<file path="src/sms_loader_pkg.sv">
package sms_loader_pkg;

	// ==============================
	// Widths and sizes
	// ==============================
	localparam int ROM_AW       = 12;   // 4 KiB on-chip store
	localparam int HEADER_BYTES = 512;  // Copier header
	localparam int DSW_COUNT    = 3;

	typedef logic [7:0]             byte_t;
	typedef logic [24:0]            dl_addr_t;
	typedef logic [ROM_AW-1:0]      rom_addr_t;
	typedef logic [DSW_COUNT*8-1:0] dsw_bank_t;
	typedef logic [31:0]            word_t;

	// Download index values
	localparam byte_t IDX_SMS     = 8'd1;
	localparam byte_t IDX_GG      = 8'd2;
	localparam byte_t IDX_SYSMODE = 8'd4;
	localparam byte_t IDX_DSW     = 8'd254;
	localparam byte_t IDX_CHEAT   = 8'd255;

	// ==============================
	// Beat and bus types
	// ==============================
	typedef enum logic [2:0] {
		BEAT_NONE,
		BEAT_CART,
		BEAT_SYSMODE,
		BEAT_DSW,
		BEAT_CHEAT
	} beat_kind_t;

	typedef struct packed {
		logic       valid;
		beat_kind_t kind;
		logic       is_gg;
		dl_addr_t   addr;
		byte_t      data;
	} dl_beat_t;

	typedef struct packed {
		logic     cyc;
		logic     stb;
		dl_addr_t adr;
		byte_t    dat;
	} wb_req_t;

	typedef struct packed {
		logic      is_gg;
		logic      is_systeme;
		logic      has_header;
		rom_addr_t mask;
		rom_addr_t mask512;
	} cart_info_t;

	// Fields are little-endian words
	typedef struct packed {
		word_t flags;
		word_t addr;
		word_t compare;
		word_t replace;
	} cheat_code_t;

	typedef struct packed {
		logic      req;   // Toggles once per write
		rom_addr_t addr;
		byte_t     data;
	} rom_wr_t;

endpackage

</file>
<file path="src/cheat_code_asm.sv">
`timescale 1ns/10ps

module cheat_code_asm (
	input  logic                        clk_sys,
	input  logic                        arst_n,
	input  sms_loader_pkg::dl_beat_t    beat,
	output sms_loader_pkg::cheat_code_t cheat,
	output logic                        cheat_valid
);
	import sms_loader_pkg::*;

	logic       cheat_wr;
	logic [4:0] lane;   // Bit offset inside the 32-bit field

	assign cheat_wr = beat.valid && beat.kind == BEAT_CHEAT;
	assign lane     = {beat.addr[1:0], 3'b000};

	// ==============================
	// Record assembly
	// ==============================
	always_ff @(posedge clk_sys) begin
		if (cheat_wr) begin
			case (beat.addr[3:2])
				2'd0: cheat.flags[lane +: 8]   <= beat.data;
				2'd1: cheat.addr[lane +: 8]    <= beat.data;
				2'd2: cheat.compare[lane +: 8] <= beat.data;
				default: cheat.replace[lane +: 8] <= beat.data;
			endcase
		end
	end

	// Byte 15 closes the record
	always_ff @(posedge clk_sys or negedge arst_n) begin
		if (!arst_n) begin
			cheat_valid <= 1'b0;
		end else begin
			cheat_valid <= cheat_wr && (beat.addr[3:0] == 4'hf);
		end
	end

endmodule

</file>
<file path="config.mk">
export PLATFORM = sky130hd
export DESIGN_NAME = cheat_code_asm
export DESIGN_NICKNAME = d
export VERILOG_FILES = /design/src/sms_loader_pkg.sv /design/src/cheat_code_asm.sv
export SDC_FILE = /design/constraint.sdc
export NUM_CORES = 1
export LEC_CHECK = 0
export ABC_AREA = 1
export BUFFER_PORTS_ARGS = -buffer_cell sky130_fd_sc_hd__buf_2
export CORE_MARGIN = 4
export CORE_UTILIZATION = 45
export DETAILED_ROUTE_END_ITERATION = 8
export PLACE_DENSITY_LB_ADDON = 0.15
export SYNTH_ARGS = -nofsm -noshare
export SYNTH_HDL_FRONTEND = slang
export SYNTH_SLANG_ARGS = --single-unit
export TNS_END_PERCENT = 100
</file>
<file path="constraint.sdc">
create_clock -name clk_sys -period 1.1 [get_ports clk_sys]
set_clock_uncertainty 0.2 [all_clocks]
set_input_delay 0.055 -clock clk_sys [delete_from_list [all_inputs] [get_ports clk_sys]]
set_output_delay 0.055 -clock clk_sys [all_outputs]
set_load 0.01 [all_outputs]
</file>
==> results of run 1 <==
## layout make-up
cell class | instances | area [sq um] | area share (%)
clock buffers | 19 | 421.7 | 6.397
clock inverters | 12 | 166.4 | 2.525
inverters | 13 | 67.56 | 1.025
multi-input cells | 86 | 838.3 | 12.72
flip-flops and latches | 129 | 3869 | 58.69
well taps | 133 | 166.4 | 2.525
repair buffers | 174 | 1062 | 16.12
## report_power, final
| group | total [uW] | internal, uW | switching (uW) |
|---|---|---|---|
| registers | 5390 | 5390 | 4.30 |
| logic | 463 | 172 | 291 |
| clock network | 5520 | 3630 | 1890 |
## logic make-up after synthesis
logic type / synth area share [%]
buf+inv: 1.799
flops: 86.93
fa+ha+maj: 1.687
simple gates: 9.587
## path summary, 6_finish.rpt
| path | from | to | slack (ns) | depth (start not counted) |
|---|---|---|---|---|
| max in group asynchronous | arst_n | cheat_valid$_DFF_PN0_ | 0.42 | 3 |
| min | beat[10] | cheat[59]$_DFFE_PP_ | -0.08 | 4 |
| min in group asynchronous | arst_n | cheat_valid$_DFF_PN0_ | 0.18 | 3 |
| max | cheat[40]$_DFFE_PP_ | cheat[40] | -0.22 | 1 |
## per-layer routing
layer | GRT usage [%] | vias up | wire length, microns
met5 | 0 | - | 0
met4 | 8.115 | 0 | 251
met3 | 6.839 | 21 | 707
met2 | 28.28 | 109 | 4737
met1 | 22.55 | 1205 | 3928
li1 | - | 1232 | -
## state kept, by name, indices dropped and copies added, names as in the netlist
name and flops:
cheat_valid 1, cheat 128
## per-stage QoR
stage               area (sq um)  total power, uW
finish                      6591            11380
global route                6591            11810
CTS                         6585            11490
floorplan                   4817             5792
detailed placement          5887             5935
global placement            5887             5928
## cells in the final DEF (no fill, tap or decap)
cell type | netlist | layout
buf_6 | 1 | 1
clkinv_2 | 0 | 3
clkbuf_8 | 0 | 1
clkbuf_16 | 0 | 16
nor2_2 | 0 | 17
edfxtp_1 | 128 | 128
inv_2 | 3 | 5
clkinv_4 | 1 | 1
nor3b_4 | 0 | 8
ha_1 | 6 | 4
nand3_1 | 11 | 8
nor2_1 | 44 | 5
nor2_4 | 1 | 23
buf_4 | 2 | 10
inv_1 | 9 | 5
ha_4 | 0 | 2
nand2_4 | 2 | 2
clkinv_8 | 0 | 1
nand3_2 | 1 | 2
buf_12 | 0 | 7
clkinvlp_4 | 0 | 3
nand2_1 | 12 | 8
dfrtp_1 | 1 | 1
dlygate4sd3_1 | 0 | 11
inv_4 | 0 | 1
nand2_2 | 0 | 3
bufinv_16 | 0 | 4
nand2_8 | 0 | 1
buf_2 | 0 | 145
clkinv_1 | 0 | 2
nand3_4 | 1 | 3
clkbuf_1 | 0 | 2
## what timing repair did
action / CTS / global route
pin swaps: 0 / 0
hold endpoints to repair: 226 / 96
setup endpoints to repair: 129 / 129
gates resized for setup: 0 / 1
==> summary.txt, run 1 <==
Finish
  – Synth-to-layout area growth: 48.10%
  – Final Non-Filler Cells: 566
  – Fill count: between 600 and 700
  – Layout cells sized above 1: 59.82%
  – Antenna diodes: 0
  – Utilization after layout: 68.06%
  – Final-stage net count: 467

Logic synthesis
  – Yosys warns: 0
  – Synthesized area per cell: 19.27 sq um
  – Area contributors post-synth: edfxtp_1 86%, nor2_1 3.7%, nor3b_2 2.2%, ha_1 1.7%, nand3_1 1.2%
  – Primary FF master, synth: edfxtp_1
  – Mapped Area: 0.004451 sq mm
  – Post-synth cell types: 16
  – Count leader, synth: edfxtp_1
  – Post-synth EDFFs: 128
  – Post-synthesis async set-or-reset flop share: 0.7752%
  – Syn Inst Count: 231
  – #FFs+latches synth: roughly 130
  – Seq/Total Area, Yosys: 86.93%
  – Mapped Nets: 277
  – Area leader, netlist: edfxtp_1
  – Top post-synthesis cells by count: 128 x edfxtp_1, 44 x nor2_1, 12 x nand2_1
  – Share of the synthesized area in the top cell type: 86.36%

CTS
  – Htree depth: 4
  – CTS Buffer Depth: 2
  – CTS clock-pin slew for the worst setup and hold paths: 0.06 ns
  – Clock sinks: ~130
  – Hold_buf cts: 11
  – Root Driver: clkbuf_8
  – Post CTS Setup Buffer Count: 0
  – CTS buffer count: 17
  – CTS tree: done

Power and ir drop
  – LEAKAGE: 0.002065 uW
  – Pwr dens: between 1500 and 2000 mW/mm^2
  – Peak supply drop: 0.9105 mV

Worst setup path
  – CP startpoint kind: flop
  – Worst Path Max Fanout: 1
  – Required @ worst endpoint: 0.84 ns
  – Crit path DAT: 1.07 ns
  – Crit. End Element: output port
  – CP max-delay cell: edfxtp_1
  – Max stage delay on crit path: 0.40 ns
  – CP Cell Sequence: buf_2
  – WP buf/inv: 1
  – Top cell family by delay on the critical path: flip-flops
  – Setup CP Type: reg2out

Placed design
  – Port bufs: 146
  – Placed wire-length estimate: 6986 microns
  – Placed Cells: 524
  – Gp weighted congestion: 0.7951
  – Worst slack, placed: -0.4217 ns

Detailed routing
  – Avg WL per Cell: 17.00 microns
  – Drt first pass iters: 4
  – Final ANT Viol Nets: 0
  – Routed vias: about 2600
  – Vias/cell: approximately 4.5
  – Drt drc: 0
  – Final WL: 9624 microns
  – Initial detailed-routing violation count: 130

Floorplanning
  – Initial Util: 45.96%
  – Die outline area: 0.01155 sq mm
  – DIE HEIGHT: 107.5 microns
  – # IOs: 169
  – Cell Rows: 36
  – Core Area: ~0.0097 sq mm
  – Die X: 107.5 microns

Global route
  – Largest net degree at the start of global routing: 17
  – Initial antenna violation count: 0
  – First-pass GRT wire length: 15040 microns
  – Total grt overflow: 0
  – Vias in the first global route: roughly 2700
  – GRT Total Usage: 18.10%

Run
  – Max Cap Viol: 0

Outcome
  – Failing checks: hold timing, setup timing
  – Status: finished with violations

Timing
  – Unrepaired setup endpoints after global routing: yes
  – Worst setup margin: -0.2236 ns
  – Hold_ws: -0.07743 ns
  – Fmax: 0.7555 GHz
  – Final Max Tran Viols: 0
  – Setup tns final: -21.81 ns
  – Tmin final: 1.324 ns
  – Worst Tran Pin Value: 0.3268 ns
  – Final setup viols: 129
  – Final count of hold timing violations: 96
  – Relative slew slack: 78.19%
  – Fin crit share: 120.3%

Worst hold path
  – Worst Hold Class: in2reg
Note: power is estimated with default switching activity, not from simulation.
==> run 2: changes to the inputs <==
- CORE_ASPECT_RATIO: default -> 0.9
==> summary.txt, run 2 (synthesized netlist as in run 1, its figures left out) <==
Outcome
  – Status: finished with violations
  – Failing checks: hold timing, setup timing

Timing
  – Worst Tran Pin Value: between 0.3 and 0.4 ns
  – Hold_ws: -0.2082 ns
  – Fmax: 0.7671 GHz
  – Final setup viols: 129
  – Worst setup margin: -0.2036 ns
  – Fin crit share: 118.5%
  – Tmin final: 1.304 ns
  – Final count of hold timing violations: 73
  – Unrepaired setup endpoints after global routing: yes
  – Final Max Tran Viols: 0
  – Relative slew slack: 78.04%

Worst setup path
  – WP buf/inv: 1
  – CP Cell Sequence: buf_2
  – CP startpoint kind: flop
  – Max stage delay on crit path: 0.39 ns
  – Setup CP Type: reg2out
  – Crit path DAT: 1.05 ns
  – Top cell family by delay on the critical path: flip-flops
  – Stages on worst setup path: 1
  – Worst Path Max Fanout: 1
  – Crit. End Element: output port
  – Required @ worst endpoint: 0.84 ns
  – CP max-delay cell: edfxtp_1

Worst hold path
  – Hold path start: beat[34]
  – Worst Hold Class: in2reg
  – Min-Delay Path Depth: 4
  – Hold Path Sink: cheat_valid$_DFF_PN0_

Finish
  – Commonest non-fill, non-tap cell in the layout: buf_2
  – Final-stage net count: 468
  – Number of flip-flops in the largest register: between 100 and 150
  – Antenna diodes: 0
  – Layout cells sized above 1: between 60% and 70%
  – Most frequent cells in the layout: 144 x buf_2, 128 x edfxtp_1, 23 x nor2_4
  – Utilization after layout: 68.64%
  – Synth-to-layout area growth: 48.95%

Placed design
  – Placed wire-length estimate: 7101 microns
  – Port bufs: 146
  – Gp weighted congestion: 0.7355

Power and ir drop
  – P_sw: between 2000 and 2500 uW
  – Logic gate share of total power: 4.2%
  – Reg power frac: 47.9%
  – LEAKAGE: 0.002075 uW
  – Internal power: roughly 9000 uW
  – Peak supply drop: 1.101 mV
  – Design Power: 11250 uW
  – Pwr dens: 1697 mW/mm^2
  – Clock power share: between 40 and 50%
  – Sw Ratio: 20.09%

Detailed routing
  – Drt drc: 0
  – Routed vias: between 2000 and 3000
  – Initial detailed-routing violation count: 85
  – Vias/cell: ~4.7
  – Final ANT Viol Nets: 0
  – Final WL: 9667 microns
  – Drt first pass iters: 5
  – Avg WL per Cell: 17.26 microns

Global route
  – First-pass GRT wire length: 14880 microns
  – Initial antenna violation count: 0
  – Total grt overflow: 0
  – GRT Total Usage: 17.67%
  – Vias in the first global route: 2697
  – Largest net degree at the start of global routing: 17

Floorplanning
  – Initial Util: approximately 46%
  – Die outline area: 0.01155 sq mm
  – Die X: 112.8 microns
  – # IOs: 169
  – Cell Rows: 34
  – Core Area: 0.009657 sq mm
  – DIE HEIGHT: 102.3 microns

CTS
  – Clock sinks: 129
  – Htree depth: 4
  – CTS tree: done
  – CTS buffer count: 17
  – Post CTS Setup Buffer Count: 0
  – Hold_buf cts: 11
  – CTS clock-pin slew for the worst setup and hold paths: 0.06 ns
  – Root Driver: clkbuf_8
  – CTS Buffer Depth: 2

Run
  – Max Cap Viol: 0
==> run 2: cell count changes in the layout (fill, tap and decap cells not counted), sizes merged <==
cell      delta
clkbuf       -2
buf          +1
bufinv       -1
clkinvlp     +1
inv          +1
clkinv       +1
==> run 2: stage by stage <==
| stage | hold WS [ns] | TNS (ns) | instances | area [sq um] | setup WS, ns |
|---|---|---|---|---|---|
| 6_report | -0.2082 | -20.63 | 560 | 6629 | -0.2036 |
| 5_1_grt | -0.1879 | -27.16 | 560 | 6629 | -0.2511 |
| 4_1_cts | -0.2222 | -24.52 | 560 | 6614 | -0.2378 |
| 3_5_place_dp | -0.3665 | -86.77 | 518 | 5923 | -0.4292 |
| 3_3_place_gp | -0.3703 | -84.27 | 518 | 5923 | -0.4363 |
| 2_1_floorplan | -0.4406 | -25.67 | 231 | 4817 | -0.1370 |
==> run 2: layout make-up <==
| cell class | instances | area (sq um) |
|---|---|---|
| clock buffer | 17 | 414.1 |
| sequential | 129 | 3869 |
| clock inverter | 14 | 166.4 |
| inverter | 13 | 67.56 |
| tap | 126 | 157.7 |
| fill | 637 | 3028 |
| timing repair buffer | 175 | 1114 |
| multi-input combinational | 86 | 840.8 |
==> run 2: what timing repair did <==
action,CTS,global route
resized for setup,0,3
endpoints found under the setup margin,129,133
cloned,0,0
endpoints found under the hold margin,210,73
==> run 2: worst max-delay path by stage <==
| stage | end | slack [ns] | from |
|---|---|---|---|
| 2_1_floorplan | cheat[0]$_DFFE_PP_ | -0.14 | beat[8] |
| 3_3_place_gp | cheat[94]$_DFFE_PP_ | -0.44 | beat[9] |
| 3_5_place_dp | cheat[94]$_DFFE_PP_ | -0.43 | beat[9] |
| 4_1_cts | cheat[1] | -0.24 | cheat[1]$_DFFE_PP_ |
| 5_1_grt | cheat[1] | -0.25 | cheat[1]$_DFFE_PP_ |
| 6_report | cheat[1] | -0.20 | cheat[1]$_DFFE_PP_ |
==> run 2: tightest hold or removal path, stage by stage <==
cell and delay [ns]:
buf_2 0.10, nor2_4 0.06, nand3_4 0.17, nor2_1 0.07
==> run 2: layer usage <==
layer | share of wire, % | GRT usage, % | vias to the layer above
met5 | 0 | 0 | -
met4 | 2.0 | 7.671 | 0
met3 | 7.3 | 6.039 | 16
met2 | 49 | 27.19 | 101
met1 | 42 | 23.14 | 1257
li1 | - | - | 1235
==> run 2: power by group through the flow <==
stage | registers, uW | logic [uW] | clock network (uW)
3_3_place_gp | 5490 | 435 | 0
4_1_cts | 5390 | 471 | 5470
5_1_grt | 5390 | 511 | 5740
3_5_place_dp | 5500 | 440 | 0
6_report | 5390 | 468 | 5390
2_1_floorplan | 5500 | 288 | 0
