==> src/sms_loader_pkg.sv <==
package sms_loader_pkg;

	// ==============================
	// Widths and sizes
	// ==============================
	localparam int ROM_AW       = 12;   // 4 KiB on-chip store
	localparam int HEADER_BYTES = 512;  // Copier header
	localparam int DSW_COUNT    = 3;

	typedef logic [7:0]             byte_t;
	typedef logic [24:0]            dl_addr_t;
	typedef logic [ROM_AW-1:0]      rom_addr_t;
	typedef logic [DSW_COUNT*8-1:0] dsw_bank_t;
	typedef logic [31:0]            word_t;

	// Download index values
	localparam byte_t IDX_SMS     = 8'd1;
	localparam byte_t IDX_GG      = 8'd2;
	localparam byte_t IDX_SYSMODE = 8'd4;
	localparam byte_t IDX_DSW     = 8'd254;
	localparam byte_t IDX_CHEAT   = 8'd255;

	// ==============================
	// Beat and bus types
	// ==============================
	typedef enum logic [2:0] {
		BEAT_NONE,
		BEAT_CART,
		BEAT_SYSMODE,
		BEAT_DSW,
		BEAT_CHEAT
	} beat_kind_t;

	typedef struct packed {
		logic       valid;
		beat_kind_t kind;
		logic       is_gg;
		dl_addr_t   addr;
		byte_t      data;
	} dl_beat_t;

	typedef struct packed {
		logic     cyc;
		logic     stb;
		dl_addr_t adr;
		byte_t    dat;
	} wb_req_t;

	typedef struct packed {
		logic      is_gg;
		logic      is_systeme;
		logic      has_header;
		rom_addr_t mask;
		rom_addr_t mask512;
	} cart_info_t;

	// Fields are little-endian words
	typedef struct packed {
		word_t flags;
		word_t addr;
		word_t compare;
		word_t replace;
	} cheat_code_t;

	typedef struct packed {
		logic      req;   // Toggles once per write
		rom_addr_t addr;
		byte_t     data;
	} rom_wr_t;

endpackage

==> src/cart_config.sv <==
`timescale 1ns/10ps

module cart_config (
	input  logic                       clk_sys,
	input  logic                       arst_n,
	input  sms_loader_pkg::dl_beat_t   beat,
	input  logic                       dl_end,
	output sms_loader_pkg::cart_info_t cart_info,
	output sms_loader_pkg::byte_t      sysmode,
	output sms_loader_pkg::dsw_bank_t  dsw
);
	import sms_loader_pkg::*;

	dl_addr_t byte_count;   // Last cart address plus one
	dl_addr_t addr_hdr;
	logic     cart_wr;
	logic     sysmode_wr;
	logic     dsw_wr;

	assign addr_hdr   = beat.addr - dl_addr_t'(HEADER_BYTES);
	assign cart_wr    = beat.valid && beat.kind == BEAT_CART;
	assign sysmode_wr = beat.valid && beat.kind == BEAT_SYSMODE;
	assign dsw_wr     = beat.valid && beat.kind == BEAT_DSW;

	// ==============================
	// Cartridge masks and flags
	// ==============================
	always_ff @(posedge clk_sys or negedge arst_n) begin
		if (!arst_n) begin
			cart_info  <= '0;
			byte_count <= '0;
		end else begin
			if (cart_wr) begin
				// First byte restarts the mask
				if (beat.addr == '0) cart_info.mask <= beat.addr[ROM_AW-1:0];
				else cart_info.mask <= cart_info.mask | beat.addr[ROM_AW-1:0];

				// Same again, seen past the header
				if (beat.addr == dl_addr_t'(HEADER_BYTES)) begin
					cart_info.mask512 <= '0;
				end else begin
					cart_info.mask512 <= cart_info.mask512 | addr_hdr[ROM_AW-1:0];
				end

				byte_count           <= beat.addr + 1'b1;
				cart_info.is_gg      <= beat.is_gg;
				cart_info.is_systeme <= 1'b0;
			end
			if (sysmode_wr) cart_info.is_systeme <= 1'b1;
			if (dl_end) cart_info.has_header <= byte_count[9];   // Odd 512-byte multiple
		end
	end

	// SYSMODE and DIP bytes
	always_ff @(posedge clk_sys or negedge arst_n) begin
		if (!arst_n) begin
			sysmode <= '0;
			dsw     <= '0;
		end else begin
			if (sysmode_wr) sysmode <= beat.data;
			if (dsw_wr) dsw[{beat.addr[1:0], 3'b000} +: 8] <= beat.data;
		end
	end

endmodule

==> config.mk <==
export PLATFORM = sky130hd
export DESIGN_NAME = cart_config
export DESIGN_NICKNAME = d
export VERILOG_FILES = /design/src/sms_loader_pkg.sv /design/src/cart_config.sv
export SDC_FILE = /design/constraint.sdc
export NUM_CORES = 1
export LEC_CHECK = 0
export BUFFER_PORTS_ARGS = -buffer_cell sky130_fd_sc_hd__clkbuf_2
export CAP_MARGIN = 20
export CORE_UTILIZATION = 40
export CTS_CLUSTER_SIZE = 30
export DETAILED_ROUTE_END_ITERATION = 8
export GPL_TIMING_DRIVEN = 1
export HOLD_SLACK_MARGIN = 0.02
export PLACE_DENSITY_LB_ADDON = 0.15
export SYNTH_ARGS = -nofsm -noshare
export SYNTH_HDL_FRONTEND = slang
export SYNTH_SLANG_ARGS = --single-unit
export TNS_END_PERCENT = 5
==> constraint.sdc <==
create_clock -name clk_sys -period 1.25 [get_ports clk_sys]
set_clock_uncertainty 0.15 [all_clocks]
set_input_delay 0.25 -clock clk_sys [delete_from_list [all_inputs] [get_ports clk_sys]]
set_output_delay 0.25 -clock clk_sys [all_outputs]
set_load 0.02 [all_outputs]
==> metrics.cfg, run 1 <==
[timing]
slew_headroom_pct = 78.3
min_period_ns = 1.40
slew_violations = 0
min_period_over_period_pct = 112
fmax_ghz = 0.712
rsz0062_at_grt = yes
fin_setup_tns_ns = -4.24
final-hold-violation-count = 0
finalSetupViolCount = 83
worst_slew_pin_slew_ns = 0.325
worst_slack_ns = -0.154

[grt]
gr-total-overflow = 0
grt_pass1_wl_um = 12200
antenna_found_initial = 0
grt_use_total_pct = 22.2
grt_pass1_vias = 2477
grt_max_degree = 61

[power_and_ir_drop]
vdd_drop_max_uv = 895
total_power_mw = 5.37
switchingPower_mw = 1.63
power.internal_mw = 3.75
swShare_pct = 30.3
combPwrFrac_pct = 23.1
pwr-share-seq_pct = 43.6
clockPowerShare_pct = 33.3
power.leakage_nw = 1.93
p_per_area_nw_per_um2 = 1340

[yosys]
synth_cell_type_count = 32
syn_inst = 237
synth_edf_count = 0
syn_nets = 283
yosys_most_used_dff = dfrtp_1
synth_async_sr_flop_share_pct = 100
synth-seq-cells = 60
yosysSeqAreaShare_pct = 55.2
syn_avg_cell_area_sq_um = 11.5
synth_warnings = 0
synth_area_sq_um = 2720

[route]
ant_nets = 0
drt_wl_total_um = 7410
dr.pass1.iters = 6
drt_iter0_drc = 96
post_drt_via_cell_ratio = 5.51
post-route-drc-count = 14
dr_total_vias = 2508
routedWlPerCell_um = 16.3

[worst_setup_path]
cp.arrival_ns = 1.47
end_kind = flip-flop
start_kind = primary input
crit_path_max_fanout = 3
critPathRequiredTime_ns = 1.32
critPathKind = in2reg

[floorplanning]
ios = 100
core_area_sq_um = 6460
dieArea_sq_um = 7140
rows = 29
fp.dieW_um = 84.5
initial_core_util_pct = 42.1
die_y_um = 84.5

[job]
max_cap_violations = 0

[clock_network]
cts.path.max_buffers = 2
cts_tree = built
htree_levels = 3
root_buffer = clkbuf_8
insertion_delay_ns = 0.33
cts_buffers = 9
cts.sinks = 60
clk_pin_slew_worst_paths_ns = 0.07

[place]
io_buffer_count = 99
dp_hpwl_um = 5210
gp_congestion = 0.814

[outcome]
status = finished with violations
violations = DRC, setup timing

[finish]
fin_nets = 419
layout-drive-gt1-share_pct = 55.8
insertedDiodeCount = 0
area_delta_synth_final_pct = 47.3

[worst_hold_path]
hold_class = in2reg

==> kinds of logic after synthesis <==
group | share of synthesized area [%]
buf+inv | 3.59
simple gates | 16.0
compound gates | 18.9
fa+ha+maj | 2.30
mux | 3.72
flops | 55.2
xor+xnor | 0.322
==> area by class of cell <==
cell class | instances | area (sq um)
clock inverters | 4 | 47.5
fillers | 571 | 2450
well taps | 77 | 96.3
repair buffers | 144 | 968
inverters | 4 | 25.0
flip-flops and latches | 60 | 1500
clock buffers | 12 | 155
multi-input cells | 154 | 1210
==> registers in the layout (all words and copies together) (netlist names) <==
name / flops
cart_info: 27
dsw: 24
sysmode: 8
byte_count: 1
==> layout by cell type (no fill, tap or decap), types with 2 or more instances in the layout <==
master | netlist | layout
nor4b_2 | 1 | 2
buf_4 | 0 | 36
a21oi_1 | 36 | 32
ha_2 | 0 | 2
nand4_1 | 25 | 25
buf_12 | 0 | 4
nor3_1 | 10 | 10
dlygate4sd3_1 | 0 | 3
inv_6 | 0 | 2
nor2_1 | 4 | 4
or4_4 | 2 | 2
ha_1 | 5 | 2
clkbuf_8 | 0 | 11
nand2_1 | 7 | 5
clkinv_2 | 0 | 2
mux2_2 | 9 | 9
clkbuf_2 | 0 | 61
buf_6 | 1 | 10
nor4bb_2 | 0 | 2
a31oi_1 | 10 | 10
a21bo_2 | 24 | 24
buf_2 | 3 | 28
dfrtp_1 | 60 | 60
buf_8 | 0 | 2
inv_1 | 4 | 2
nand2_2 | 0 | 2
a21oi_2 | 0 | 4
==> through the flow <==
| step | setup slack, ns | hold WS, ns | instance area [sq um] | utilization [%] | cells |
|---|---|---|---|---|---|
| after detailed placement | -0.541 | 0.138 | 3630 | 56.3 | 434 |
| after floorplan | -0.365 | -0.196 | 2820 | - | 237 |
| final | -0.154 | 0.0813 | 4010 | 62.1 | 455 |
| after CTS | -0.148 | 0.0717 | 3920 | 60.7 | 454 |
| after global routing | -0.191 | 0.0765 | 4010 | 62.1 | 455 |
| after global placement | -0.479 | 0.140 | 3630 | 56.3 | 434 |
==> cell usage after synthesis (2+ instances only) <==
library cell,n,area share (%)
mux2_2,9,3.7
nand4_1,25,5.7
nor3_1,10,1.8
nor4b_1,3,0.97
a21oi_1,36,6.6
nor4bb_1,4,1.5
inv_1,4,0.55
nand2_1,7,0.97
a21bo_2,24,8.8
a31oi_1,10,2.3
nor2_1,4,0.55
clkbuf_1,14,1.9
dfrtp_1,60,55
ha_1,5,2.3
or4_4,2,0.83
buf_2,3,0.55
nor4_1,2,0.46
==> power groups by stage <==
stage / Clock (mW) / Sequential, mW / Combinational, mW
final: 1.79 / 2.34 / 1.24
after global routing: 1.94 / 2.36 / 1.34
after CTS: 1.84 / 2.34 / 1.20
after detailed placement: 0 / 2.37 / 1.17
after global placement: 0 / 2.37 / 1.16
after floorplan: 0 / 2.66 / 0.333
==> repair_timing <==
| action | CTS | global route |
|---|---|---|
| pin swaps | 7 | 6 |
| gates resized for setup | 11 | 57 |
| hold buffers | 3 | 0 |
| setup buffers | 1 | 1 |
| setup endpoints to repair | 107 | 104 |
| endpoints found under the hold margin | 62 | 0 |
==> metal layers <==
layer	routed length (um)	track usage, %	part of all wire, %
met5	0	0	0
met4	61	6.32	0.82
met3	511	8.75	6.9
met2	3730	35.8	50
met1	3110	27.8	42
==> critical path, stage by stage <==
cell and delay, ns:
buf_6 0.09, or4_4 0.54, buf_4 0.17, nor4b_1 0.31, a21oi_1 0.11
==> path summary, 6_finish.rpt <==
kind	from	to	slack, ns	depth (start not counted)
worst min-delay path	beat[3]	sysmode[3]$_DFFE_PN0P_	0.08	2
worst max-delay path	beat[16]	cart_info[13]$_DFFE_PN0P_	-0.15	5
worst max register to register	byte_count[9]$_DFFE_PN0P_	cart_info[24]$_DFFE_PN0P_	0.33	1
max in group asynchronous	arst_n	cart_info[20]$_DFFE_PN0P_	0.38	3
min in group asynchronous	arst_n	dsw[22]$_DFFE_PN0P_	0.31	3
worst min register to register	cart_info[26]$_DFFE_PN0P_	cart_info[26]$_DFFE_PN0P_	0.33	2
(Power assumes the default switching activity.)
==> run 2: changes to the inputs <==
CAP_MARGIN = default   (was 20)
CORE_MARGIN = 2   (was default)
SKIP_LAST_GASP = 1   (was default)
==> run 2 against run 1 <==
Effect of this change:
- the run ends with setup timing left
- sequential cell count unchanged
- first-iteration DRC count unchanged
- final area down 0.90%
- cell count up 0.88%
- sequential share of layout area up 0.34 points
- hold slack worse by 0.0032 ns
- critical path type unchanged
==> metrics.cfg, run 2 (synthesis results as in run 1) <==
[power_and_ir_drop]
p_per_area_nw_per_um2 = 1280
power.leakage_nw = 1.93
vdd_drop_max_uv = 700

[worst_setup_path]
start_kind = primary input
critPathKind = in2reg
crit_path_max_fanout = 3
cp.arrival_ns = 1.43
timing.critical_path.slowest_stage_cell = or4_4
critPathRequiredTime_ns = 1.32
end_kind = flip-flop
critical_path.max_stage_delay_ns = 0.57
crit_chain = clkbuf_2 -> or4_4 -> buf_4 -> nor4b_2 -> a21oi_1

[finish]
stdcell_area_sq_um = 3970
seq_area_sq_um = 1500
insertedDiodeCount = 0
multi_input_area_sq_um = 1240
top_register = cart_info
utilization_pct = 59.5
reg_top3 = cart_info: 27 flops, dsw: 24 flops, sysmode: 8 flops
area_delta_synth_final_pct = 46.0
layout_common_cells = clkbuf_2, dfrtp_1, buf_4
largest_register_ffs = 27
fin_cells = 459
fill_cells = 589
fin_nets = 420
layout_commonest_cell = clkbuf_2
layout-drive-gt1-share_pct = 56.5

[place]
io_buffer_count = 99
dp.cells = 439
gp_congestion = 0.752
dp_hpwl_um = 5300
place_area_sq_um = 3640

[route]
ant_nets = 0
drt_iter0_drc = 96
dr_total_vias = 2491
routedWlPerCell_um = 16.5
dr.pass1.iters = 4
post_drt_via_cell_ratio = 5.43
post-route-drc-count = 0
drt_wl_total_um = 7580

[timing]
finalSetupViolCount = 86
slew_headroom_pct = 76.2
min_period_ns = 1.36
worst_slack_ns = -0.110
fmax_ghz = 0.735
slew_violations = 0
min_period_over_period_pct = 109
rsz0062_at_grt = yes
fin_setup_tns_ns = -3.65
hold_slack_ns = 0.0781
worst_slew_pin_slew_ns = 0.354
final-hold-violation-count = 0

[worst_hold_path]
hold_class = in2reg

[grt]
antenna_found_initial = 0
gr-total-overflow = 0
grt_pass1_wl_um = 11900
grt_use_total_pct = 20.8
grt_pass1_vias = 2419
grt_max_degree = 61

[clock_network]
root_buffer = clkbuf_8
cts_tree = built
htree_levels = 3
cts_buffers = 9
cts.path.max_buffers = 2
insertion_delay_ns = 0.34
cts.sinks = 60
clk_pin_slew_worst_paths_ns = 0.07

[floorplanning]
initial_core_util_pct = 40.7
dieArea_sq_um = 7480
ios = 100
rows = 30
fp.dieW_um = 86.5
die_y_um = 86.5
core_area_sq_um = 6680

[job]
max_cap_violations = 0

[outcome]
violations = setup timing
status = finished with violations

==> run 2: worst paths after layout <==
check / from / endpoint / slack, ns / depth (start not counted)
min in group asynchronous: arst_n / dsw[22]$_DFFE_PN0P_ / 0.31 / 3
max reg2reg: sysmode[4]$_DFFE_PN0P_ / sysmode[4]$_DFFE_PN0P_ / 0.34 / 1
min reg2reg: cart_info[26]$_DFFE_PN0P_ / cart_info[26]$_DFFE_PN0P_ / 0.33 / 2
max in group asynchronous: arst_n / dsw[10]$_DFFE_PN0P_ / 0.38 / 3
min: beat[1] / sysmode[1]$_DFFE_PN0P_ / 0.08 / 2
max: beat[20] / cart_info[13]$_DFFE_PN0P_ / -0.11 / 5
==> run 2: timing repair <==
action                     4_1_cts  5_1_grt
setup endpoints to repair      107      108
pin swaps                        7        6
setup buffers                    1        0
hold buffers                     3        0
hold endpoints to repair        62        0
gates resized for setup         17       14
==> run 2: cell type report <==
cell class | instances | share of cell area [%]
clock buffers | 11 | 3.56
clock inverters | 5 | 0.693
inverters | 4 | 0.693
multi-input cells | 154 | 31.3
flip-flops and latches | 60 | 37.8
well taps | 80 | 2.52
repair buffers | 145 | 23.5
==> run 2: metal layers <==
metal	global-route usage, %	wire length, um	part of all wire (%)
met1	25.6	3210	42
met2	35.1	3840	51
met3	4.76	393	5.2
met4	8.52	131	1.7
met5	0	0	0
==> run 2: power breakdown <==
part           total, mW  internal [mW]  switching (mW)
logic               1.22          0.498           0.719
clock network       1.53          0.759           0.767
registers           2.34           2.19           0.149
==> run 2: stage by stage <==
step,worst slack [ns],power [mW]
global placement,-0.481,3.53
CTS,-0.102,5.13
global route,-0.123,5.33
finish,-0.110,5.09
detailed placement,-0.498,3.55
floorplan,-0.365,3.00
==> run 2: critical path, delay by kind of cell <==
| family | cells | cell delay [ns] |
|---|---|---|
| AOI/OAI and AO/OA | 1 | 0.10 |
| buffers and inverters | 2 | 0.26 |
| and+or+nand+nor | 2 | 0.82 |
