### src/sms_loader_pkg.sv
package sms_loader_pkg;

	// ==============================
	// Widths and sizes
	// ==============================
	localparam int ROM_AW       = 12;   // 4 KiB on-chip store
	localparam int HEADER_BYTES = 512;  // Copier header
	localparam int DSW_COUNT    = 3;

	typedef logic [7:0]             byte_t;
	typedef logic [24:0]            dl_addr_t;
	typedef logic [ROM_AW-1:0]      rom_addr_t;
	typedef logic [DSW_COUNT*8-1:0] dsw_bank_t;
	typedef logic [31:0]            word_t;

	// Download index values
	localparam byte_t IDX_SMS     = 8'd1;
	localparam byte_t IDX_GG      = 8'd2;
	localparam byte_t IDX_SYSMODE = 8'd4;
	localparam byte_t IDX_DSW     = 8'd254;
	localparam byte_t IDX_CHEAT   = 8'd255;

	// ==============================
	// Beat and bus types
	// ==============================
	typedef enum logic [2:0] {
		BEAT_NONE,
		BEAT_CART,
		BEAT_SYSMODE,
		BEAT_DSW,
		BEAT_CHEAT
	} beat_kind_t;

	typedef struct packed {
		logic       valid;
		beat_kind_t kind;
		logic       is_gg;
		dl_addr_t   addr;
		byte_t      data;
	} dl_beat_t;

	typedef struct packed {
		logic     cyc;
		logic     stb;
		dl_addr_t adr;
		byte_t    dat;
	} wb_req_t;

	typedef struct packed {
		logic      is_gg;
		logic      is_systeme;
		logic      has_header;
		rom_addr_t mask;
		rom_addr_t mask512;
	} cart_info_t;

	// Fields are little-endian words
	typedef struct packed {
		word_t flags;
		word_t addr;
		word_t compare;
		word_t replace;
	} cheat_code_t;

	typedef struct packed {
		logic      req;   // Toggles once per write
		rom_addr_t addr;
		byte_t     data;
	} rom_wr_t;

endpackage

### src/dl_port.sv
`timescale 1ns/10ps

module dl_port (
	input  logic                     clk_sys,
	input  logic                     arst_n,
	input  sms_loader_pkg::wb_req_t  wb,
	output logic                     wb_ack,
	input  logic                     dl_active,
	input  sms_loader_pkg::byte_t    dl_index,
	output sms_loader_pkg::dl_beat_t beat,
	output logic                     dl_end,
	output sms_loader_pkg::rom_wr_t  rom_wr,
	input  logic                     rom_ack
);
	import sms_loader_pkg::*;

	typedef enum logic [1:0] {ST_IDLE, ST_WAIT_ROM, ST_ACK} state_t;

	state_t     state;
	beat_kind_t kind;
	logic       accept;
	logic       rom_req;
	rom_addr_t  rom_addr;
	byte_t      rom_data;
	logic       dl_active_q;
	logic       cart_dl;   // Cart beats seen in this download

	// ==============================
	// Beat classification
	// ==============================
	always_comb begin
		kind = BEAT_NONE;
		case (dl_index)
			IDX_SMS, IDX_GG: kind = BEAT_CART;
			IDX_SYSMODE: if (wb.adr == '0) kind = BEAT_SYSMODE;
			IDX_DSW: if (wb.adr < dl_addr_t'(DSW_COUNT)) kind = BEAT_DSW;
			IDX_CHEAT: kind = BEAT_CHEAT;
			default: kind = BEAT_NONE;   // Acked, then dropped
		endcase
	end

	assign accept = (state == ST_IDLE) && wb.cyc && wb.stb;

	assign beat.valid = accept;
	assign beat.kind  = kind;
	assign beat.is_gg = (dl_index == IDX_GG);
	assign beat.addr  = wb.adr;
	assign beat.data  = wb.dat;

	assign wb_ack = (state == ST_ACK);   // One cycle per strobe

	// ==============================
	// Host pacing FSM
	// ==============================
	always_ff @(posedge clk_sys or negedge arst_n) begin
		if (!arst_n) begin
			state   <= ST_IDLE;
			rom_req <= 1'b0;
		end else begin
			case (state)
				ST_IDLE: if (accept) begin
					if (kind == BEAT_CART) begin
						state   <= ST_WAIT_ROM;
						rom_req <= ~rom_req;
					end else begin
						state <= ST_ACK;
					end
				end
				ST_WAIT_ROM: if (rom_ack == rom_req) state <= ST_ACK;
				ST_ACK: state <= ST_IDLE;
				default: state <= ST_IDLE;
			endcase
		end
	end

	// Write payload follows the request toggle
	always_ff @(posedge clk_sys) begin
		if (accept && kind == BEAT_CART) begin
			rom_addr <= wb.adr[ROM_AW-1:0];
			rom_data <= wb.dat;
		end
	end

	assign rom_wr.req  = rom_req;
	assign rom_wr.addr = rom_addr;
	assign rom_wr.data = rom_data;

	// End of cartridge download
	always_ff @(posedge clk_sys or negedge arst_n) begin
		if (!arst_n) begin
			dl_active_q <= 1'b0;
			cart_dl     <= 1'b0;
			dl_end      <= 1'b0;
		end else begin
			dl_active_q <= dl_active;
			dl_end      <= dl_active_q && !dl_active && cart_dl;
			if (dl_active_q && !dl_active) cart_dl <= 1'b0;
			else if (accept && kind == BEAT_CART) cart_dl <= 1'b1;
		end
	end

endmodule

### config.mk
export PLATFORM = sky130hd
export DESIGN_NAME = dl_port
export DESIGN_NICKNAME = d
export VERILOG_FILES = /design/src/sms_loader_pkg.sv /design/src/dl_port.sv
export SDC_FILE = /design/constraint.sdc
export NUM_CORES = 1
export LEC_CHECK = 0
export BUFFER_PORTS_ARGS = -buffer_cell sky130_fd_sc_hd__buf_4
export CAP_MARGIN = 15
export CORE_UTILIZATION = 38
export CTS_BUF_LIST = sky130_fd_sc_hd__clkbuf_4 sky130_fd_sc_hd__clkbuf_8 sky130_fd_sc_hd__clkbuf_16
export CTS_CLUSTER_DIAMETER = 120
export DETAILED_ROUTE_END_ITERATION = 6
export GPL_ROUTABILITY_DRIVEN = 0
export GPL_TIMING_DRIVEN = 0
export PLACE_DENSITY = 0.84
export SYNTH_ARGS = -nofsm -noshare
export SYNTH_HDL_FRONTEND = slang
export SYNTH_SLANG_ARGS = --single-unit
### constraint.sdc
create_clock -name clk_sys -period 2 [get_ports clk_sys]
set_clock_uncertainty 0.2 [all_clocks]
set_input_delay 0.4 -clock clk_sys [delete_from_list [all_inputs] [get_ports clk_sys]]
set_output_delay 0.4 -clock clk_sys [all_outputs]
set_load 0.02 [all_outputs]
==> run_results.csv, run 1 <==
group,metric,value,unit
grt,grt.overflow.total,0,
setup_path,crit_path_max_fanout,2,
synthesis,synth_top_area_share,46.5,%
detailed_routing,routed_wirelength,3940,um
setup_path,critPathKind,"input port to output port",
detailed_routing,vias_per_cell,4.57,
clocking,clk_pin_slew,130,ps
setup_path,cp_top_family,"simple AND/OR/NAND/NOR gates",
synthesis,async_flop_share,23.1,%
synthesis,ys_ff_latch,26,
power_and_ir_drop,clkPwrFrac,22.1,%
synthesis,syn-mean-instance-area,12.9,um2
detailed_routing,drtIter0Drc,31,
power_and_ir_drop,switching_share,24.6,%
power_and_ir_drop,pwr-share-comb,26.5,%
synthesis,synth_area,0.00129,mm2
timing,period_share,106,%
grt,grt_max_degree,22,
clocking,post_cts_buffers,0,
clocking,cts_tree,"built",
worst_hold_path,hold_class,"input port to flop",
detailed_routing,ant_nets,0,
detailed_routing,first_pass_iters,4,
detailed_routing,wl_per_cell,15.3,um
setup_path,slowest_delay,360,ps
place,placedCellCount,251,
place,dp_hpwl,2870,um
clocking,root_buffer,"clkbuf_4",
clocking,htree_levels,1,
synthesis,synth.distinct_cells,25,
floorplanning,die_x,60.3,um
setup_path,critPathLaunchType,"input port",
grt,grt_antenna_before_repair,0,
grt,grt_pass1_wl,5370,um
finish,nets,261,
setup_path,critical_path_arrival,1530,ps
finish,final_common_cell,"buf_4",
floorplanning,boundaryPins,108,
synthesis,yosys.area.top_type,"edfxtp_1",
timing,worst_slack,-130,ps
synthesis,synth_nets,147,
timing,slew_viol_final,0,
floorplanning,rows,20,
setup_path,cp-end-kind,"output port",
power_and_ir_drop,p_leak,0.00108,uW
place,port_buffers,107,
clocking,clk_latency,310,ps
detailed_routing,drc,0,
synthesis,synth_ff_type,"edfxtp_1",
setup_path,path_buf_inv,2,
timing,setup_viol,2,
timing,tightestPinTransition,442,ps
power_and_ir_drop,p_switching,283,uW
power_and_ir_drop,power_frac_seq,51.3,%
grt,grt_use_total,20.5,%
setup_path,slowest_stage,"nor4_1",
power_and_ir_drop,p_int,867,uW
timing,rsz0062_at_grt,"yes",
finish,final_cell_mix,"buf_4, edfxtp_1, dfrtp_1, buf_6, nand2_1",
setup_path,crit_required,1400,ps
synthesis,synth_edf_count,20,
finish,fin_cells,257,
finish,drive_gt1_share,74.6,%
finish,fillers,228,
status,status,"finished with violations",
synthesis,ys.warnings.count,0,
synthesis,syn_inst,100,
timing,hold_violations,0,
setup_path,crit_chain,"buf_4, nor4_1, nand4_1, nor2_2, o21a_1, buf_6",
power_and_ir_drop,power_density,500,mW/mm2
clocking,cts.path.max_buffers,2,
flow_run,maxCapViolations,0,
floorplanning,core_area,0.00313,mm2
synthesis,synth.yosys.seq_area_share,58.1,%
detailed_routing,vias,1174,
timing,hold_slack,64.7,ps
power_and_ir_drop,ir_drop,205,uV
timing,fmax,470,MHz
timing,period_minus_slack,2130,ps
finish,diodes,0,
floorplanning,dieArea,0.00364,mm2
floorplanning,start_util,41.3,%
finish,synthToLayoutAreaGrowth,78.1,%
grt,grt_pass1_vias,1134,
status,violations,"negative setup slack",
timing,slew_headroom,70.5,%
clocking,numCtsBuffers,3,
floorplanning,die_h,60.3,um
clocking,clock-sinks,26,
synthesis,synth_area_leaders,"edfxtp_1, buf_4, dfrtp_1",
==> worst paths after layout <==
kind | to | depth (start not counted) | slack, ps | from
max in group asynchronous | state[0] | 2 | 1260 | arst_n
hold reg to reg | cart_dl | 1 | 270 | dl_active_q
setup / recovery | beat[35] | 6 | -130 | wb[31]
setup reg to reg | rom_addr[3] | 3 | 280 | state[0]
min in group asynchronous | cart_dl | 2 | 230 | arst_n
hold / removal | rom_data[4] | 1 | 60 | wb[4]
==> flip-flops by register name, indices dropped and copies added (netlist names) <==
register / cells
state: 2
dl_active_q: 1
cart_dl: 1
dl_end: 1
rom_data: 8
rom_addr: 12
rom_req: 1
==> power groups by stage <==
| stage | logic [uW] | registers [uW] | clock network (uW) |
|---|---|---|---|
| global placement | 278 | 602 | 0 |
| global route | 324 | 592 | 284 |
| CTS | 298 | 591 | 261 |
| detailed placement | 284 | 603 | 0 |
| finish | 305 | 591 | 254 |
| floorplan | 127 | 602 | 0 |
==> per-stage QoR <==
stage / cell area (um2) / setup slack [ps] / power [uW] / setup TNS, ps / utilization (%)
after floorplan: 1290 / 109 / 729 / 0 / -
after global placement: 2150 / -206 / 880 / -3560 / 68.8
after detailed placement: 2150 / -235 / 887 / -4300 / 68.8
after CTS: 2270 / 1.02 / 1150 / 0 / 72.6
after global routing: 2300 / -237 / 1200 / -455 / 73.6
final: 2300 / -130 / 1150 / -236 / 73.6
==> kinds of logic (layout without fill, tap and decap cells) <==
logic type      Yosys count  in the layout  share of synthesized area, %
compound gates            6              6                          3.78
xor+xnor                  3              3                          2.03
buf+inv                  38            151                          21.2
flops                    26             26                          58.1
simple gates             27             27                          14.9
==> area by class of cell <==
cell class              count  area (um2)  area share, %
plain buffers              35         263           11.4
multi-input cells          36         333           14.5
clock buffers               4        36.3           1.58
well taps                  44        55.1           2.39
flip-flops and latches     26         751           32.6
repair buffers            109         853           37.1
inverters                   3        11.3          0.489
==> per-layer routing <==
layer | routed length (um) | vias to the layer above | global-route usage [%]
li1 | - | 548 | -
met1 | 1380 | 538 | 20.9
met2 | 2110 | 78 | 38.8
met3 | 387 | 10 | 4.76
met4 | 67 | 0 | 9.63
met5 | 0 | - | 0
==> worst reg2reg max path: stages (launching register included) <==
cell	delay [ps]
dfrtp_1	450
nor3_2	270
nand2_2	110
inv_2	360
==> cells in the mapped netlist (all sizes together) (2+ instances only) <==
master  count
nor3        5
o21ai       2
buf        35
xnor2       3
nand4       2
nand2       5
inv         3
dfrtp       6
edfxtp     20
nor4        6
nand2b      3
==> timing repair <==
action | CTS | global route
pin swaps | 2 | 4
endpoints found under the hold margin | 7 | 0
hold buffers | 2 | 0
cloned | 0 | 0
endpoints found under the setup margin | 2 | 3
gates resized for setup | 12 | 7
(Power assumes the default switching activity.)
==> inputs of run 2 (changes only) <==
Settings changed: BUFFER_PORTS_ARGS -buffer_cell sky130_fd_sc_hd__buf_4 to -buffer_cell sky130_fd_sc_hd__buf_2, PLACE_DENSITY 0.84 to 0.79.
==> run_results.csv, run 2 (synthesis results as in run 1) <==
group,metric,value,unit
detailed_routing,drtIter0Drc,13,
setup_path,critPathKind,"input port to output port",
power_and_ir_drop,p_leak,0.00101,uW
grt,grt_pass1_vias,994,
flow_run,maxCapViolations,0,
place,placedCellCount,251,
floorplanning,core_area,0.00313,mm2
setup_path,cp_top_family,"simple AND/OR/NAND/NOR gates",
setup_path,slowest_stage,"or4b_4",
floorplanning,boundaryPins,108,
place,dp_hpwl,2340,um
floorplanning,dieArea,0.00364,mm2
grt,grtUsageMet1,17.4,%
finish,synthToLayoutAreaGrowth,62.1,%
timing,period_share,101,%
timing,period_minus_slack,2030,ps
timing,rsz0062_at_grt,"yes",
floorplanning,start_util,41.3,%
setup_path,slowest_delay,540,ps
floorplanning,rows,20,
detailed_routing,vias,1132,
setup_path,crit_path_max_fanout,4,
finish,diodes,0,
setup_path,crit_chain,"buf_8, or4b_4, nor3_4, o21a_1, buf_6",
detailed_routing,drc,0,
detailed_routing,ant_nets,0,
detailed_routing,vias_per_cell,4.37,
finish,final_cell_mix,"buf_2, buf_4, edfxtp_1",
finish,largest_register,"rom_addr",
status,status,"finished with violations",
timing,slew_headroom,70.5,%
setup_path,critPathLaunchType,"input port",
timing,hold_violations,0,
detailed_routing,routed_wirelength,2950,um
timing,fmax,493,MHz
place,port_buffers,107,
grt,grt.overflow.total,0,
finish,largest_reg_flops,12,
grt,grt_antenna_before_repair,0,
timing,tightestPinTransition,441,ps
clocking,clk_latency,310,ps
grt,grt_use_total,15.5,%
detailed_routing,first_pass_iters,4,
finish,nets,263,
grt,grt_max_degree,22,
setup_path,path_buf_inv,2,
timing,hold_slack,63.9,ps
finish,fillers,243,
clocking,clk_pin_slew,140,ps
finish,final_common_cell,"buf_2",
status,violations,"negative setup slack",
finish,fin_cells,259,
power_and_ir_drop,power_density,547,mW/mm2
detailed_routing,wl_per_cell,11.4,um
floorplanning,die_h,60.3,um
grt,use_met2,28.9,%
setup_path,crit_required,1400,ps
place,dp_slack,-220,ps
finish,drive_gt1_share,74.9,%
setup_path,critical_path_arrival,1430,ps
clocking,cts.path.max_buffers,2,
clocking,root_buffer,"clkbuf_4",
clocking,clock-sinks,26,
setup_path,cp-end-kind,"output port",
finish,final_util,67.0,%
grt,grt_most_used_layer,"met2",
clocking,numCtsBuffers,3,
power_and_ir_drop,ir_drop,231,uV
grt,grt_pass1_wl,4140,um
floorplanning,die_x,60.3,um
timing,slew_viol_final,0,
clocking,cts_tree,"built",
timing,worst_slack,-27.3,ps
timing,setup_viol,1,
clocking,htree_levels,1,
finish,top_regs,"rom_addr: 12 flops, rom_data: 8 flops, state: 2 flops",
grt,met3_usage,3.46,%
worst_hold_path,hold_class,"input port to flop",
==> run 2: cell types whose count changed in the layout (fill, tap and decap cells not counted), sizes merged <==
cell,delta
buf,+2
==> run 2: timing repair <==
item	in CTS	in global routing
hold buffers	2	0
setup endpoints to repair	2	4
endpoints found under the hold margin	7	0
pin swaps	0	3
resized for setup	14	13
buffers inserted	1	1
==> run 2: per-stage QoR <==
stage                     TNS (ps)  power [uW]  cell area (um2)
after floorplan                  0         729             1290
after global placement       -4630         829             1880
after detailed placement     -4790         832             1880
after CTS                    -4.94        1140             2020
after global routing          -105        1190             2090
final                        -27.3        1150             2090
==> run 2: layout make-up <==
| type | count | area (um2) | area share (%) |
|---|---|---|---|
| Tap cell | 44 | 55.1 | 2.63 |
| Sequential cell | 26 | 751 | 35.8 |
| Buffer | 35 | 263 | 12.5 |
| Timing Repair Buffer | 111 | 612 | 29.2 |
| Multi-Input combinational cell | 36 | 355 | 17.0 |
| Clock buffer | 4 | 47.5 | 2.27 |
| Inverter | 3 | 11.3 | 0.538 |
==> run 2: power by group <==
group,total (uW),internal [uW],switching [uW]
Sequential,591,586,4.67
Combinational,254,126,128
Clock,300,153,148
==> run 2: routing by layer <==
| layer | vias up | wire length [um] | share of wire [%] |
|---|---|---|---|
| li1 | 553 | - | - |
| met1 | 513 | 1160 | 39 |
| met2 | 64 | 1550 | 53 |
| met3 | 2 | 235 | 8.0 |
| met4 | 0 | 8 | 0.27 |
| met5 | - | 0 | 0 |
==> run 2: final timing paths <==
check / start / endpoint / slack [ps] / cells past startpoint
max: dl_index[1] / beat[35] / -30 / 5
min: wb[4] / rom_data[4] / 60 / 1
max reg2reg: state[0] / rom_addr[5] / 290 / 3
min reg2reg: dl_active_q / cart_dl / 270 / 1
max in group asynchronous: arst_n / state[0] / 1250 / 2
min in group asynchronous: arst_n / dl_end / 210 / 2
==> inputs of run 3 (changes only) <==
Settings changed: CAP_MARGIN 15 to 30, SKIP_LAST_GASP from default to 1, SLEW_MARGIN from default to 20.
==> run_results.csv, run 3 (synthesis results as in run 1) <==
group,metric,value,unit
status,status,"finished with violations",
status,violations,"negative setup slack",
finish,largest_register,"rom_addr",
finish,fillers,250,
finish,final_common_cell,"buf_2",
flow_run,maxCapViolations,0,
power_and_ir_drop,p_leak,0.00100,uW
clocking,cts_tree,"built",
floorplanning,die_h,60.3,um
finish,seqCellArea,751,um2
detailed_routing,ant_nets,0,
setup_path,crit_required,1400,ps
detailed_routing,drtIter0Drc,15,
clocking,clk_latency,310,ps
place,placedCellCount,251,
floorplanning,core_area,0.00313,mm2
clocking,clock-sinks,26,
place,port_buffers,107,
floorplanning,boundaryPins,108,
clocking,htree_levels,1,
clocking,root_buffer,"clkbuf_4",
worst_hold_path,hold_class,"input port to flop",
grt,grt_pass1_wl,4020,um
setup_path,crit_path_max_fanout,4,
clocking,clk_pin_slew,140,ps
timing,worst_slack,-66.9,ps
finish,synthToLayoutAreaGrowth,58.4,%
grt,grt_use_total,15.0,%
setup_path,cp-end-kind,"output port",
detailed_routing,drc,0,
finish,final_cell_mix,"buf_2, buf_4, edfxtp_1",
place,dp_hpwl,2340,um
setup_path,reg2reg_depth,3,
detailed_routing,routed_wirelength,2830,um
floorplanning,start_util,41.3,%
finish,nets,262,
power_and_ir_drop,ir_drop,232,uV
setup_path,critPathKind,"input port to output port",
power_and_ir_drop,power_density,554,mW/mm2
timing,slew_viol_final,0,
timing,period_share,103,%
timing,setup-tns-final,-66.9,ps
finish,drive_gt1_share,74.8,%
finish,multi_input_area,332,um2
place,dp_slack,-220,ps
floorplanning,rows,20,
timing,period_minus_slack,2070,ps
timing,tightestPinTransition,427,ps
detailed_routing,vias,1105,
grt,grt_pass1_vias,961,
floorplanning,die_x,60.3,um
setup_path,critPathLaunchType,"input port",
timing,rsz0062_at_grt,"yes",
grt,grt_antenna_before_repair,0,
setup_path,critical_path_arrival,1470,ps
clocking,cts.path.max_buffers,2,
clocking,numCtsBuffers,3,
finish,fin_cells,258,
detailed_routing,vias_per_cell,4.28,
grt,grt_max_degree,22,
floorplanning,dieArea,0.00364,mm2
timing,hold_violations,0,
timing,slew_headroom,71.5,%
timing,fmax,484,MHz
finish,largest_reg_flops,12,
timing,setup_viol,1,
worst_hold_path,hold_path_depth,1,
detailed_routing,wl_per_cell,11.0,um
grt,grt.overflow.total,0,
detailed_routing,first_pass_iters,3,
finish,top_regs,"rom_addr: 12 flops, rom_data: 8 flops, state: 2 flops",
finish,diodes,0,
[run 3: cell types whose count changed in the layout (fill, tap and decap cells not counted)]
| cell | before | now |
|---|---|---|
| nor3_1 | 3 | 2 |
| nor4_2 | 0 | 3 |
| nor2_2 | 1 | 0 |
| buf_6 | 5 | 2 |
| nor3_2 | 0 | 1 |
| nor2_1 | 0 | 1 |
| nor4_4 | 4 | 1 |
| buf_2 | 101 | 103 |
[run 3: worst paths after layout]
kind	startpoint	end	slack, ps
min	wb[4]	rom_data[4]	60
min reg2reg	dl_active_q	cart_dl	270
min in group asynchronous	arst_n	dl_end	210
max	dl_index[0]	beat[35]	-70
max reg2reg	state[0]	rom_addr[5]	310
max in group asynchronous	arst_n	state[0]	1260
[run 3: cell type report]
class,instances,area share (%)
plain buffers,35,12.8
inverters,3,0.550
multi-input cells,36,16.2
well taps,44,2.69
repair buffers,110,28.7
flip-flops and latches,26,36.7
clock buffers,4,2.32
[run 3: stage by stage]
stage | hold WS, ps | area [um2] | utilization, % | total power [uW]
floorplan | -95.6 | 1290 | - | 729
global placement | 25.8 | 1880 | 60.2 | 829
detailed placement | 29.4 | 1880 | 60.2 | 832
CTS | 56.4 | 2000 | 63.8 | 1130
global route | 45.6 | 2050 | 65.4 | 1180
finish | 61.5 | 2050 | 65.4 | 1130
[run 3: critical path, stage by stage]
cell and delay (ps):
buf_8 100, or4b_4 540, nor3_4 170, o21a_1 140, buf_6 120
[run 3: routing by layer]
metal / vias up / track usage (%) / routed length, um
li1: 550 / - / -
met4: 0 / 4.65 / 12
met2: 64 / 27.5 / 1440
met5: - / 0 / 0
met3: 2 / 3.46 / 247
met1: 489 / 17.3 / 1130
[run 3: what timing repair did]
action                     4_1_cts  5_1_grt
gates cloned                     0        0
setup endpoints to repair        2        4
resized for setup                7       12
pin swaps                        0        3
setup buffers                    1        0
hold endpoints to repair         7        0
hold buffers                     2        0
[run 3: report_power, final]
group / total [uW] / leakage [uW] / switching (uW) / internal [uW]
Combinational: 244 / 0.000715 / 123 / 121
Sequential: 591 / 0.000260 / 4.60 / 586
Clock: 299 / 0.0000261 / 146 / 153
